## src/source/trace_pkg.sv

```systemverilog
// Shared sizes, Wishbone register map and record word layout for the pipeline trace unit
package trace_pkg;

    ////////////////////////////////////////////////////////////
    // Pipeline and trace field sizes
    ////////////////////////////////////////////////////////////
    localparam int num_stages = 5;          // Fetch, decode, execute, memory, write-back
    localparam int id_w       = 8;          // Sequence id, wraps
    localparam int cnt_w      = 8;          // Stall count, saturates
    localparam int evt_w      = 16;         // One stage event code

    // Stage slot numbers inside the flat event vector
    localparam int stg_fetch   = 0;
    localparam int stg_decode  = 1;
    localparam int stg_execute = 2;
    localparam int stg_memory  = 3;
    localparam int stg_wb      = 4;

    ////////////////////////////////////////////////////////////
    // Record buffer
    ////////////////////////////////////////////////////////////
    localparam int buf_depth = 8;                       // Complete records held
    localparam int rec_words = 3;                       // Words per record
    localparam int word_w    = 32;                      // Wishbone data width
    localparam int buf_ptr_w = $clog2(buf_depth);       // Record pointer
    localparam int buf_cnt_w = $clog2(buf_depth + 1);   // Count must reach buf_depth
    localparam int widx_w    = $clog2(rec_words);       // Word index in a record

    // Wishbone word addresses
    localparam logic [1:0] adr_status = 2'd0;   // Count low, overflow bit 31
    localparam logic [1:0] adr_data   = 2'd1;   // Next word of oldest record
    localparam logic [1:0] adr_clear  = 2'd2;   // Write clears overflow

    ////////////////////////////////////////////////////////////
    // Record word, two views of the same 32 bits
    ////////////////////////////////////////////////////////////
    typedef struct packed {
        logic [id_w-1:0]  id;           // Sequence id
        logic [cnt_w-1:0] stall_cnt;    // Cycles held in fetch and decode
        logic [evt_w-1:0] fetch_evt;    // Fetch stage code
    } trace_hdr_t;

    typedef struct packed {
        logic [evt_w-1:0] hi;           // Earlier stage
        logic [evt_w-1:0] lo;           // Later stage
    } trace_pair_t;

    // Word 0 in header view, words 1 and 2 in pair view
    typedef union packed {
        trace_hdr_t  hdr;
        trace_pair_t pair;
    } trace_word_u;

endpackage

```

## src/source/trace_link_if.sv

```systemverilog
// Trace state of one instruction handed from one pipeline slot to the next
interface trace_link_if;

    import trace_pkg::*;

    logic                        valid;     // Slot holds a real instruction
    logic [id_w-1:0]             id;        // Sequence id from the issuer
    logic [cnt_w-1:0]            stall_cnt; // Stall cycles so far
    logic [num_stages*evt_w-1:0] events;    // Fetch code in the low slot

    // Driving side
    modport up (
        output valid,
        output id,
        output stall_cnt,
        output events
    );

    // Receiving side
    modport down (
        input valid,
        input id,
        input stall_cnt,
        input events
    );

endinterface

```

## src/source/trace_issue.sv

```systemverilog
// Id issuer in front of the fetch slot, registers each fetched instruction with a new id
module trace_issue (
    input  logic   clk,
    input  logic   rst_n,
    input  logic   fetch_valid,     // CPU fetched a new instruction
    input  logic   stall,           // Fetch and decode frozen
    trace_link_if.up out            // Entry toward the fetch slot
);

    import trace_pkg::*;

    ////////////////////////////////////////////////////////////
    // Entry register
    ////////////////////////////////////////////////////////////
    logic            valid_q;   // Entry waiting for the fetch slot
    logic [id_w-1:0] id_q;      // Id given to that entry
    logic [id_w-1:0] next_id;   // Id for the next fetch

    // Control state, frozen with the fetch slot
    always_ff @(posedge clk) begin
        if (!rst_n) begin
            valid_q <= 1'b0;
            next_id <= '0;  // First instruction gets id 0
        end else if (!stall) begin
            valid_q <= fetch_valid;
            if (fetch_valid) begin
                next_id <= next_id + 1'b1;  // Wraps at id_w bits
            end
        end
    end

    // Id follows the entry, no reset needed
    always_ff @(posedge clk) begin
        if (!stall && fetch_valid) begin
            id_q <= next_id;
        end
    end

    ////////////////////////////////////////////////////////////
    // Link outputs
    ////////////////////////////////////////////////////////////

    // Nothing is handed on while fetch is held
    assign out.valid     = valid_q & ~stall;
    assign out.id        = id_q;
    assign out.stall_cnt = '0;  // Fresh instruction, no stall yet
    assign out.events    = '0;  // Slots fill in their own codes

endmodule

```

## src/source/trace_stage.sv

```systemverilog
// One pipeline slot, follows an instruction's id, stall count and stage event codes
module trace_stage #(
    parameter int stage_index = 0                   // Event slot this stage writes
) (
    input  logic                        clk,
    input  logic                        rst_n,
    input  logic                        hold,       // Keep current entry
    input  logic [trace_pkg::evt_w-1:0] stage_evt,  // Code reported by this stage now
    trace_link_if.down                  in,         // From upstream slot
    trace_link_if.up                    out         // To downstream slot
);

    import trace_pkg::*;

    ////////////////////////////////////////////////////////////
    // Slot registers
    ////////////////////////////////////////////////////////////
    logic                        valid_q;
    logic [cnt_w-1:0]            cnt_q;
    logic [id_w-1:0]             id_q;
    logic [num_stages*evt_w-1:0] evt_q;
    logic                        cnt_max;   // Count at saturation

    assign cnt_max = (cnt_q == {cnt_w{1'b1}});

    // Valid bit and stall count
    always_ff @(posedge clk) begin
        if (!rst_n) begin
            valid_q <= 1'b0;
            cnt_q   <= '0;
        end else if (hold) begin
            // Held instruction pays one stall cycle
            if (valid_q && !cnt_max) begin
                cnt_q <= cnt_q + 1'b1;
            end
        end else begin
            valid_q <= in.valid;    // Bubble when upstream is held
            cnt_q   <= in.valid ? in.stall_cnt : '0;
        end
    end

    // Id and earlier stage codes move with the entry
    always_ff @(posedge clk) begin
        if (!hold) begin
            id_q  <= in.id;
            evt_q <= in.events;
        end
    end

    ////////////////////////////////////////////////////////////
    // Outputs toward the next slot
    ////////////////////////////////////////////////////////////

    // Own code is taken live, so the last cycle in the slot wins
    always_comb begin
        out.valid     = valid_q & ~hold;    // Downstream sees a bubble while held
        out.id        = id_q;
        out.stall_cnt = cnt_q;
        out.events    = evt_q;
        if (valid_q) begin
            out.events[stage_index*evt_w +: evt_w] = stage_evt;
        end
    end

endmodule

```

## src/source/trace_buffer.sv

```systemverilog
// Record buffer after write-back, packs retired entries and serves them on a Wishbone slave
module trace_buffer (
    input  logic                         clk,
    input  logic                         rst_n,
    trace_link_if.down                   in,        // Retiring entry from write-back
    input  logic                         wb_cyc,
    input  logic                         wb_stb,
    input  logic                         wb_we,
    input  logic [1:0]                   wb_adr,
    input  logic [trace_pkg::word_w-1:0] wb_dat_w,
    output logic [trace_pkg::word_w-1:0] wb_dat_r,
    output logic                         wb_ack
);

    import trace_pkg::*;

    ////////////////////////////////////////////////////////////
    // Record store
    ////////////////////////////////////////////////////////////
    trace_word_u          mem [buf_depth][rec_words];  // Circular store of records
    trace_word_u          rec [rec_words];             // Incoming record, packed
    logic [buf_ptr_w-1:0] wr_ptr;
    logic [buf_ptr_w-1:0] rd_ptr;
    logic [buf_cnt_w-1:0] count;        // Complete records held
    logic [widx_w-1:0]    word_idx;     // Next word of the oldest record
    logic                 overflow;     // Sticky, record lost while full
    logic [word_w-1:0]    scratch;      // Last word written to adr_clear

    logic full;
    logic empty;
    logic push;     // Record accepted this cycle
    logic drop;     // Record lost this cycle
    logic pop;      // Last word of oldest record read

    // Wishbone decode
    logic req;      // New request, not yet acked
    logic access;   // Register operation on the ack cycle
    logic data_rd;
    logic clr_wr;

    assign full  = (count == buf_cnt_w'(buf_depth));
    assign empty = (count == '0);

    // Header word, then decode and execute, then memory and write-back
    always_comb begin
        rec[0].hdr.id        = in.id;
        rec[0].hdr.stall_cnt = in.stall_cnt;
        rec[0].hdr.fetch_evt = in.events[stg_fetch*evt_w +: evt_w];
        rec[1].pair.hi       = in.events[stg_decode*evt_w +: evt_w];
        rec[1].pair.lo       = in.events[stg_execute*evt_w +: evt_w];
        rec[2].pair.hi       = in.events[stg_memory*evt_w +: evt_w];
        rec[2].pair.lo       = in.events[stg_wb*evt_w +: evt_w];
    end

    ////////////////////////////////////////////////////////////
    // Wishbone classic handshake
    ////////////////////////////////////////////////////////////
    assign req     = wb_cyc & wb_stb & ~wb_ack;     // Accept only while ack is low
    assign access  = wb_ack & wb_cyc & wb_stb;
    assign data_rd = access & ~wb_we & (wb_adr == adr_data);
    assign clr_wr  = access & wb_we & (wb_adr == adr_clear);

    assign push = in.valid & ~full;
    assign drop = in.valid & full;  // Pipeline never waits on the buffer
    assign pop  = data_rd & ~empty & (word_idx == widx_w'(rec_words - 1));

    // Ack one cycle after the request, for one cycle
    always_ff @(posedge clk) begin
        if (!rst_n) begin
            wb_ack <= 1'b0;
        end else begin
            wb_ack <= req;
        end
    end

    ////////////////////////////////////////////////////////////
    // Pointers, count and flags
    ////////////////////////////////////////////////////////////
    always_ff @(posedge clk) begin
        if (!rst_n) begin
            wr_ptr   <= '0;
            rd_ptr   <= '0;
            count    <= '0;
            word_idx <= '0;
            overflow <= 1'b0;
            scratch  <= '0;
        end else begin
            if (push) begin
                wr_ptr <= wr_ptr + 1'b1;    // buf_depth is a power of two
            end
            if (data_rd && !empty) begin
                word_idx <= pop ? '0 : word_idx + 1'b1;
            end
            if (pop) begin
                rd_ptr <= rd_ptr + 1'b1;
            end
            case ({push, pop})
                2'b10:   count <= count + 1'b1;
                2'b01:   count <= count - 1'b1;
                default: count <= count;    // Both or neither
            endcase
            if (clr_wr) begin
                overflow <= 1'b0;
                scratch  <= wb_dat_w;
            end
            if (drop) begin
                overflow <= 1'b1;   // Set wins over clear in the same cycle
            end
        end
    end

    // Record payload, no reset
    always_ff @(posedge clk) begin
        if (push) begin
            for (int w = 0; w < rec_words; w++) begin
                mem[wr_ptr][w] <= rec[w];
            end
        end
    end

    ////////////////////////////////////////////////////////////
    // Read data
    ////////////////////////////////////////////////////////////
    always_comb begin
        case (wb_adr)
            adr_status: wb_dat_r = {overflow, {(word_w-1-buf_cnt_w){1'b0}}, count};
            adr_data:   wb_dat_r = empty ? '0 : mem[rd_ptr][word_idx];  // Empty reads zero
            adr_clear:  wb_dat_r = scratch;
            default:    wb_dat_r = '0;
        endcase
    end

endmodule

```

## src/source/trace_top.sv

```systemverilog
// Top level of the trace unit, issuer and five stage slots feeding the Wishbone record buffer
module trace_top (
    input  logic                                          clk,
    input  logic                                          rst_n,
    input  logic                                          fetch_valid,  // New fetch
    input  logic                                          stall,        // Fetch and decode held
    input  logic [trace_pkg::num_stages*trace_pkg::evt_w-1:0] stage_evt, // Fetch code lowest
    input  logic                                          wb_cyc,
    input  logic                                          wb_stb,
    input  logic                                          wb_we,
    input  logic [1:0]                                    wb_adr,
    input  logic [trace_pkg::word_w-1:0]                  wb_dat_w,
    output logic [trace_pkg::word_w-1:0]                  wb_dat_r,
    output logic                                          wb_ack
);

    import trace_pkg::*;

    ////////////////////////////////////////////////////////////
    // Links, 0 from the issuer, 5 into the buffer
    ////////////////////////////////////////////////////////////
    trace_link_if link [num_stages+1] ();

    trace_issue trace_issue_inst (
        .clk         (clk),
        .rst_n       (rst_n),
        .fetch_valid (fetch_valid),
        .stall       (stall),
        .out         (link[0].up)
    );

    ////////////////////////////////////////////////////////////
    // Stage slots
    ////////////////////////////////////////////////////////////
    genvar k;
    generate
        for (k = 0; k < num_stages; k++) begin : g_stage
            // Only fetch and decode stall, execute onward always moves
            trace_stage #(
                .stage_index (k)
            ) trace_stage_inst (
                .clk       (clk),
                .rst_n     (rst_n),
                .hold      ((k <= stg_decode) ? stall : 1'b0),
                .stage_evt (stage_evt[k*evt_w +: evt_w]),
                .in        (link[k].down),
                .out       (link[k+1].up)
            );
        end
    endgenerate

    ////////////////////////////////////////////////////////////
    // Record buffer and host port
    ////////////////////////////////////////////////////////////
    trace_buffer trace_buffer_inst (
        .clk      (clk),
        .rst_n    (rst_n),
        .in       (link[num_stages].down),
        .wb_cyc   (wb_cyc),
        .wb_stb   (wb_stb),
        .wb_we    (wb_we),
        .wb_adr   (wb_adr),
        .wb_dat_w (wb_dat_w),
        .wb_dat_r (wb_dat_r),
        .wb_ack   (wb_ack)
    );

endmodule

```

## config.mk

```make
export PLATFORM = sky130hd
export DESIGN_NAME = trace_top
export DESIGN_NICKNAME = d
export VERILOG_FILES = /design/src/source/trace_pkg.sv /design/src/source/trace_link_if.sv /design/src/source/trace_issue.sv /design/src/source/trace_stage.sv /design/src/source/trace_buffer.sv /design/src/source/trace_top.sv
export SDC_FILE = /design/constraint.sdc
export NUM_CORES = 1
export LEC_CHECK = 0
export BUFFER_PORTS_ARGS = -buffer_cell sky130_fd_sc_hd__buf_4
export CAP_MARGIN = 25
export CORE_MARGIN = 10
export CORE_UTILIZATION = 40
export DETAILED_ROUTE_END_ITERATION = 10
export GPL_TIMING_DRIVEN = 0
export PLACE_DENSITY = 0.68
export SYNTH_ARGS = -nofsm -noshare
export SYNTH_HDL_FRONTEND = slang
export SYNTH_SLANG_ARGS = --single-unit
```

## constraint.sdc

```tcl
create_clock -name clk -period 15.8 [get_ports clk]
set_input_delay 2.37 -clock clk [delete_from_list [all_inputs] [get_ports clk]]
set_output_delay 2.37 -clock clk [all_outputs]
set_load 0.1 [all_outputs]
```

# ---- Word-level counts from Yosys, hierarchy flattened
# Memories as Yosys holds them, arrays and structs flattened. A register that Yosys moved wholly into a read port is not among the register bits.
# Index checks and enable logic that the tools add are counted.
dict set report classes {
  reduce_logical 17
  n_lt_le_gt_ge 1
  n_eq_ne 9
  bitwise_logic 21
  muxes 17
  addsub 8
}
# operator count
set op_table {}
lappend op_table {{32-bit two-way mux} 3}
lappend op_table {{32-bit one-hot mux with 3 select lines} 1}
lappend op_table {{32-bit binary-select mux with 2-bit select} 1}
lappend op_table {{8-bit by 1-bit adder with 8-bit output, second input constant} 3}
lappend op_table {{8-bit two-way mux} 3}
lappend op_table {{8-bit equality test, second input constant} 2}
lappend op_table {{16-bit two-way mux} 1}
lappend op_table {{1-bit AND} 15}
lappend op_table {{2-bit AND reduction} 5}
lappend op_table {{4-bit one-hot mux with 2 select lines} 1}
lappend op_table {{3-bit by 1-bit adder with 3-bit output, second input constant} 2}
lappend op_table {{2-bit equality test, second input constant} 3}
lappend op_table {{3-bit two-way mux} 2}
lappend op_table {{1-bit inverter} 5}
lappend op_table {{4-bit by 1-bit adder with 4-bit output, second input constant} 1}
lappend op_table {{2-bit by 1-bit equality test with 1-bit output, second input constant} 2}
lappend op_table {{4-bit equality test, second input constant} 1}
lappend op_table {{1-bit logical AND} 4}
lappend op_table {{1-bit logical NOT} 4}
lappend op_table {{4-bit logical NOT} 1}
lappend op_table {{1-bit two-way mux} 4}
lappend op_table {{2-bit nonzero test} 2}
lappend op_table {{4-bit by 1-bit subtractor with 4-bit output, second input constant} 1}
lappend op_table {{3-bit >= comparator, second input constant} 1}
lappend op_table {{other kinds (5)} 5}
dict set report totals {
  output_inout_bits 33
  input_bits 121
  mem_bits_rw 768
  reg_bits 308
  memories 1
  wordCells 106
}
# name words width read_ports rd_ports_with_merged_regs wr line
set mem_list {}
lappend mem_list {trace_buffer_inst.mem 8 96 1 1 1 trace_buffer.sv:20} ;# trace_word_u mem [buf_depth][rec_words];

# ---- Longest topological paths before layout
# Gate-level depths: netlist of the first run.
dict set report depth {
  word_depth 8
  depth_mapped 12
  mapped_depth_nobuf 11
}

# ---- Modules after synthesis
# From an unflattened synthesis of the first run, not the netlist that was laid out.
dict set report hier_totals {
  hier_cells 3138
  area_unflattened_um2 52751.8
}
# mod seq_area_each_um2 n_inst area_per_inst_um2 cells_per_inst
set modules_own_cells {}
lappend modules_own_cells {trace_buffer 24043.1 1 32029.5 1800}
lappend modules_own_cells {trace_stage 2822.7 5 3882.5 239}
lappend modules_own_cells {trace_issue 420.4 1 1306.3 142}
lappend modules_own_cells {trace_top 0.0 1 3.8 1}

# ---- Least setup slack after synthesis of the first run
# OpenSTA, ideal clock, no wires.
dict set report synth_timing {
  path_type {register to register}
  start {register trace_buffer_inst.count[1]}
  end {memory trace_buffer_inst.mem[2][0] (netlist name) (enable)}
  stages_incl_launch_ff 6
  arrival_ps 10863
  path_slack_ps 4117
  setup_ps 820
  required_ps 14980
  period_less_slack_ps 11683
  path_buffers 1
  path_cell_list {dfxtp_1 -> buf_2 -> nor3_1 -> a21boi_1 -> inv_2 -> nor4b_1}
}
dict set report synth_via {
  elab_chain_cells 5
}
# item line
set synth_rtl {}
lappend synth_rtl {{start, declared} trace_buffer.sv:24} ;# logic [buf_cnt_w-1:0] count;
lappend synth_rtl {{start signal, assigned} trace_buffer.sv:98} ;# 2'b10: count <= count + 1'b1;
lappend synth_rtl {{start signal, assigned} trace_buffer.sv:99} ;# 2'b01: count <= count - 1'b1;
lappend synth_rtl {{start signal, assigned} trace_buffer.sv:100} ;# default: count <= count;
lappend synth_rtl {{4-bit equality test} trace_buffer.sv:41} ;# assign full = (count == buf_cnt_w'(buf_depth));
lappend synth_rtl {{1-bit inverter} trace_buffer.sv:63} ;# assign push = in.valid & ~full;
lappend synth_rtl {{1-bit AND} trace_buffer.sv:63}
lappend synth_rtl {{1-bit two-way mux} trace_buffer.sv:114} ;# if (push) begin
lappend synth_rtl {{1-bit two-way mux (implied by the code)} trace_buffer.sv:116} ;# mem[wr_ptr][w] <= rec[w];
lappend synth_rtl {{end, declared} trace_buffer.sv:20}
# No other way between the ends.

# ---- Worst setup path after layout of the first run
dict set report layout_timing {
  start {input port wb_adr[1]}
  end {output port wb_dat_r[26] (netlist name)}
}
dict set report layout_via {
  elab_chain_cells 2
  word_cells_on_any_way 4
  cone_classes {2 x eq/ne; 1 x mux; 1 x reduce/logical}
}
# item line
set layout_rtl {}
lappend layout_rtl {{start, declared} trace_top.sv:11} ;# input logic [1:0] wb_adr,
lappend layout_rtl {{2-bit equality test (tied with other cells)} trace_buffer.sv:125} ;# case (wb_adr)
lappend layout_rtl {{32-bit one-hot mux with 3 select lines *} trace_buffer.sv:125}
lappend layout_rtl {{end, declared} trace_top.sv:13} ;# output logic [trace_pkg::word_w-1:0] wb_dat_r,
# Every way passes the cells marked *; elsewhere a longest branch is shown, timed or not.

==> results.md, run 1 <==
* Fin. Hold Viols at 0
* Final ANT Viol Nets at 0
* RSZ-0062 raised after global routing: no
* CTS Buffer Depth at 3
* DR DRC count at 0
* Sink Count at 1079
* Setup-failing EPs final at 0
* End-of-flow core utilization at 0.480
* Register area share after synthesis at 0.758
* Post-CTS sizing at 0
* Synth unique cells at 64
* Largest net degree at the start of global routing at 26
* Area Overhead vs Synth at 18.8%
* Synth top area cells: edfxtp_1, dfxtp_1, mux2i_1
* Clk_skew at 27.8 ps
* Avg Cell Area, Syn at 17.5 µm²
* Root buf cell: clkbuf_16
* Fillcell total at 7822
* Die Width at 333 µm
* Reg clk slew, reported paths at 70 ps
* Max_slew headroom at 0.261
* All-Layer GR Usage at 0.181
* Hold_buf cts at 0
* Synth top area share at 0.620
* CP Class: in2out
* Commonest non-fill, non-tap cell in the layout: edfxtp_1
* WL final at 103 mm
* WP data arrival at 4720 ps
* Multi-input logic area at 8820 µm²
* DP Area at 43000 µm²
* Post-synth EDFFs at 808
* Area leader, netlist: edfxtp_1
* Design area at 46500 µm²
* PwrDens at 120 nW/µm²
* Max VDD drop at 84.4 µV
* CTS tree: built
* Cell count after synthesis at 2238
* H-Tree Level Count at 3
* Leak at 0.0153 µW
* Wire per inst at 26.0 µm
* Post-Syn Area at 39200 µm²
* Vias in the first global route at 22100
* Skew-Pair Late Insertion Delay at 680 ps
* Placed instance count at 3767
* Setup Buffers After CTS at 0
* Actual slew at the worst max-slew pin at 1110 ps
* 1st-iter DRT viols at 2254
* CP Launch Type: input pin
* Number of max-slew violations in the final report at 0
* FF+latch area at 29700 µm²
* Final worst setup slack at 8710 ps
* Core box area at 96900 µm²
* Finished Layout Cells at 3969
* Boundary Pins at 154
* Antenna violations before repair at 9
* Row cnt at 114
* Most frequent cells in the layout: edfxtp_1, mux2i_1, dfxtp_1, buf_4, nand2_1
* Initial core utilization at 0.404
* Final period utilization at 0.449
* Hold Path Class: reg2reg
* Seq cells post-synth at 1079
* Syn nets at 2368
* CTS buffer count at 105
* Via count at 21700
* RD Place Congestion at 0.844
* Ys flop type: edfxtp_1
* Layout cells sized above 1 at 0.218
* Layout net count at 2729
* Min Tclk post-route at 7090 ps
* Die Area at 111000 µm²
* Detailed placer's ending HPWL at 73.7 mm
* Max-Cap Viols at 0
* Type of destination of the critical path: output port
* Overall power at 5580 µW
* Critical Path Fanout Max at 10
* Place WS at 8810 ps
* Syn. warnings at 0
* Fmax at 141 MHz
* First-pass GRT wire length at 149 mm
* Outcome: completed
* Worst endpoint required time at 13430 ps
* FFs w/ async S/R, synth at 0
* Die height at 333 µm
* First drt pass iteration count at 6
* IO Port Bufs at 152
* Total gr overflow at 0
* Vias per cell at 5.48
==> layer usage <==
layer / routed length [µm] / global-route usage / up-vias / share of wire
li1: - / - / 9435 / -
met3: 8020 / 0.0322 / 170 / 0.078
met4: 3140 / 0.0613 / 2 / 0.030
met5: 13 / 0 / - / 0.00013
met1: 41400 / 0.233 / 11100 / 0.40
met2: 50500 / 0.305 / 991 / 0.49
==> worst max-delay path, cell delays in order <==
cell,delay (ps)
buf_4,140
nand2b_1,190
or2_1,230
buf_2,220
nand3b_4,280
buf_2,280
o221ai_1,580
buf_4,410
==> power by group <==
group | leakage [µW] | internal, µW | switching (µW) | total, µW
clock | 0.00172 | 1440 | 1050 | 2490
combinational | 0.00410 | 25.0 | 25.2 | 50.1
sequential | 0.00947 | 3030 | 11.3 | 3040
==> through the flow <==
step	hold WS (ps)	TNS [ps]
finish	320	0
global route	330	0
CTS	320	0
detailed placement	312	0
global placement	311	-1514300
floorplan	310	0
==> cell usage after synthesis (all sizes together), types with 21 or more instances <==
| master | n |
|---|---|
| mux4 | 64 |
| a31oi | 21 |
| and3 | 32 |
| mux2i | 278 |
| a21oi | 28 |
| dfxtp | 271 |
| edfxtp | 808 |
| and2 | 105 |
| nor2b | 29 |
| a22oi | 79 |
| nand3 | 31 |
| o221ai | 25 |
| clkbuf | 43 |
| a21boi | 36 |
| buf | 79 |
| nand2 | 122 |
| a22o | 31 |
==> area by class of cell <==
type                    count  share of cell area
flip-flops and latches   1079               0.638
multi-input cells        1030               0.190
clock buffers             154              0.0667
repair buffers            254              0.0472
well taps                1276              0.0343
plain buffers             122              0.0143
clock inverters            45             0.00888
inverters                   7            0.000565
diodes                      2            0.000108
==> registers in the layout (all words and copies together), names as in the netlist, 2 cells and up, named ones only <==
name / count
trace_buffer_inst.mem: 768
trace_issue_inst.next_id: 8
g_stage.trace_stage_inst.out.stall_cnt: 40
trace_buffer_inst.word_idx: 2
g_stage.trace_stage_inst.out.id: 40
g_stage.trace_stage_inst.evt_q: 160
trace_buffer_inst.count: 4
g_stage.trace_stage_inst.valid_q: 5
trace_buffer_inst.scratch: 32
trace_buffer_inst.wr_ptr: 3
trace_issue_inst.out.id: 8
trace_buffer_inst.rd_ptr: 3
==> final timing paths <==
kind              slack (ps)                                     to                                  start  cells after the start
hold / removal           320  g_stage[4].trace_stage_inst.out.id[2]  g_stage[3].trace_stage_inst.out.id[2]                      0
setup / recovery        8710                           wb_dat_r[26]                              wb_adr[1]                      8
setup reg to reg       12010           trace_buffer_inst.mem[5][43]    g_stage[4].trace_stage_inst.valid_q                      8
hold reg to reg          320  g_stage[4].trace_stage_inst.out.id[2]  g_stage[3].trace_stage_inst.out.id[2]                      0
==> logic make-up after synthesis <==
kind of cell,synth area share
muxes,0.108
adders and majority gates,0.00288
buffers and inverters,0.0176
and+or+nand+nor,0.0507
AOI/OAI and AO/OA,0.0580
DFF,0.758
xor gates and xnor gates,0.00403
Power figures use the tool's default switching activity.
==> run 2: changes to the inputs <==
PLACE_DENSITY = 0.7   (was 0.68)
clock period = 6.4 ns   (was 15.8 ns; I/O delays follow)
==> run 2 against run 1 <==
Compared with the run above: setup slack got worse by 7500 ps; power rose by 150%; hold slack got worse by 10 ps; first-iteration DRC count rose by 13%; flip-flop and latch count did not move; die area did not move; critical endpoint is now wb_dat_r[31].
==> results.md, run 2 (synthesis results as in run 1) <==
* Setup-failing EPs final at 0
* Actual slew at the worst max-slew pin at 1130 ps
* Detailed placer's ending HPWL at 73.2 mm
* Leak at 0.0153 µW
* DR DRC count at 0
* First drt pass iteration count at 5
* Design area at 46800 µm²
* Final hold slack at 310 ps
* Largest register FFs at 768
* Max VDD drop at 223 µV
* PwrDens at 297 nW/µm²
* H-Tree Level Count at 3
* Largest regs: trace_buffer_inst.mem (768), g_stage.trace_stage_inst.evt_q (160)
* IO Port Bufs at 152
* Row cnt at 114
* Final period utilization at 0.806
* Max_slew headroom at 0.230
* CP Class: reg2out
* Via count at 21900
* Die Area at 111000 µm²
* Vias in the first global route at 22100
* CP Launch Type: flip-flop
* Max-Cap Viols at 0
* Setup TNS at 0 ps
* Core box area at 96900 µm²
* Final worst setup slack at 1240 ps
* Wire per inst at 26.7 µm
* Setup Buffers After CTS at 0
* Hold Path Class: reg2reg
* Commonest non-fill, non-tap cell in the layout: edfxtp_1
* Number of max-slew violations in the final report at 0
* Type of destination of the critical path: output port
* Min Tclk post-route at 5160 ps
* Boundary Pins at 154
* Post-CTS sizing at 0
* Outcome: completed
* Critical Path Fanout Max at 10
* Layout net count at 2691
* Reg clk slew, reported paths at 60 ps
* CTS buffer count at 105
* CTS Buffer Depth at 3
* Largest Register: trace_buffer_inst.mem
* Final ANT Viol Nets at 0
* CTS tree: built
* Placed instance count at 3729
* WP data arrival at 4200 ps
* Vias per cell at 5.57
* DP Area at 43200 µm²
* Largest net degree at the start of global routing at 35
* Total gr overflow at 0
* Area Overhead vs Synth at 19.4%
* RSZ-0062 raised after global routing: no
* Worst endpoint required time at 5440 ps
* Sink Count at 1079
* Die height at 333 µm
* Initial core utilization at 0.404
* Antenna violations before repair at 5
* Root buf cell: clkbuf_16
* Fmax at 194 MHz
* Most frequent cells in the layout: edfxtp_1, mux2i_1, dfxtp_1, buf_4, nand2_1
* Clk_skew at 27.3 ps
* Finished Layout Cells at 3931
* Die Width at 333 µm
* Skew-Pair Late Insertion Delay at 680 ps
* All-Layer GR Usage at 0.184
* Layout cells sized above 1 at 0.208
* First-pass GRT wire length at 151 mm
* Fin. Hold Viols at 0
* Hold_buf cts at 0
* WL final at 105 mm
* 1st-iter DRT viols at 2557
* Place WS at 2060 ps
* RD Place Congestion at 0.844
==> run 2: changes by cell type in the layout (fill, tap and decap cells not counted), sizes merged <==
cell,previous run,this run
bufinv,4,10
inv,13,11
clkinvlp,5,8
clkbuf,198,180
buf,332,295
diode,2,1
clkinv,30,41
==> run 2: final cells by class <==
type,instances,area [µm²]
fill,7774,50100
sequential,1079,29700
multi-input combinational,1030,8870
clock buffer,137,2920
timing repair buffer,216,2360
tap,1276,1600
buffer,122,664
clock inverter,63,629
inverter,7,26.3
antenna,1,2.50
==> run 2: final timing paths <==
| check | from | end | slack, ps | cells after the start |
|---|---|---|---|---|
| max | flip-flop | wb_dat_r[31] | 1240 | 7 |
| min | g_stage[3].trace_stage_inst.evt_q[30] | g_stage[4].trace_stage_inst.evt_q[30] | 310 | 0 |
| max reg2reg | g_stage[4].trace_stage_inst.valid_q | trace_buffer_inst.mem[1][38] | 2770 | 7 |
| min reg2reg | g_stage[3].trace_stage_inst.evt_q[30] | g_stage[4].trace_stage_inst.evt_q[30] | 310 | 0 |
==> run 2: power by group <==
| part | total (µW) | switching [µW] | leakage, µW | internal, µW |
|---|---|---|---|---|
| clock network | 6250 | 2620 | 0.00173 | 3630 |
| logic | 125 | 63.9 | 0.00405 | 61.0 |
| registers | 7510 | 28.2 | 0.00955 | 7480 |
| total | 13900 | 2710 | 0.0153 | 11200 |
==> run 2: metrics by stage <==
| step | power [µW] | util |
|---|---|---|
| after detailed placement | 7780 | 0.446 |
| final | 13900 | 0.483 |
| after global placement | 7780 | 0.433 |
| after CTS | 14000 | 0.483 |
| after global routing | 14200 | 0.483 |
| after floorplan | 7680 | - |
==> run 2: layer usage <==
metal / vias to the layer above / part of all wire / track usage
met5: - / 0.00047 / 0
met2: 1067 / 0.48 / 0.305
met1: 11300 / 0.40 / 0.236
li1: 9365 / - / -
met3: 196 / 0.081 / 0.0362
met4: 6 / 0.038 / 0.0713
==> run 2: worst max-delay path: stages (launching register included) <==
cell	delay [ps]
dfxtp_1	550
nor2_2	230
clkbuf_1	440
a22o_1	330
a2111oi_0	940
a31oi_1	130
o21ai_1	490
buf_4	390
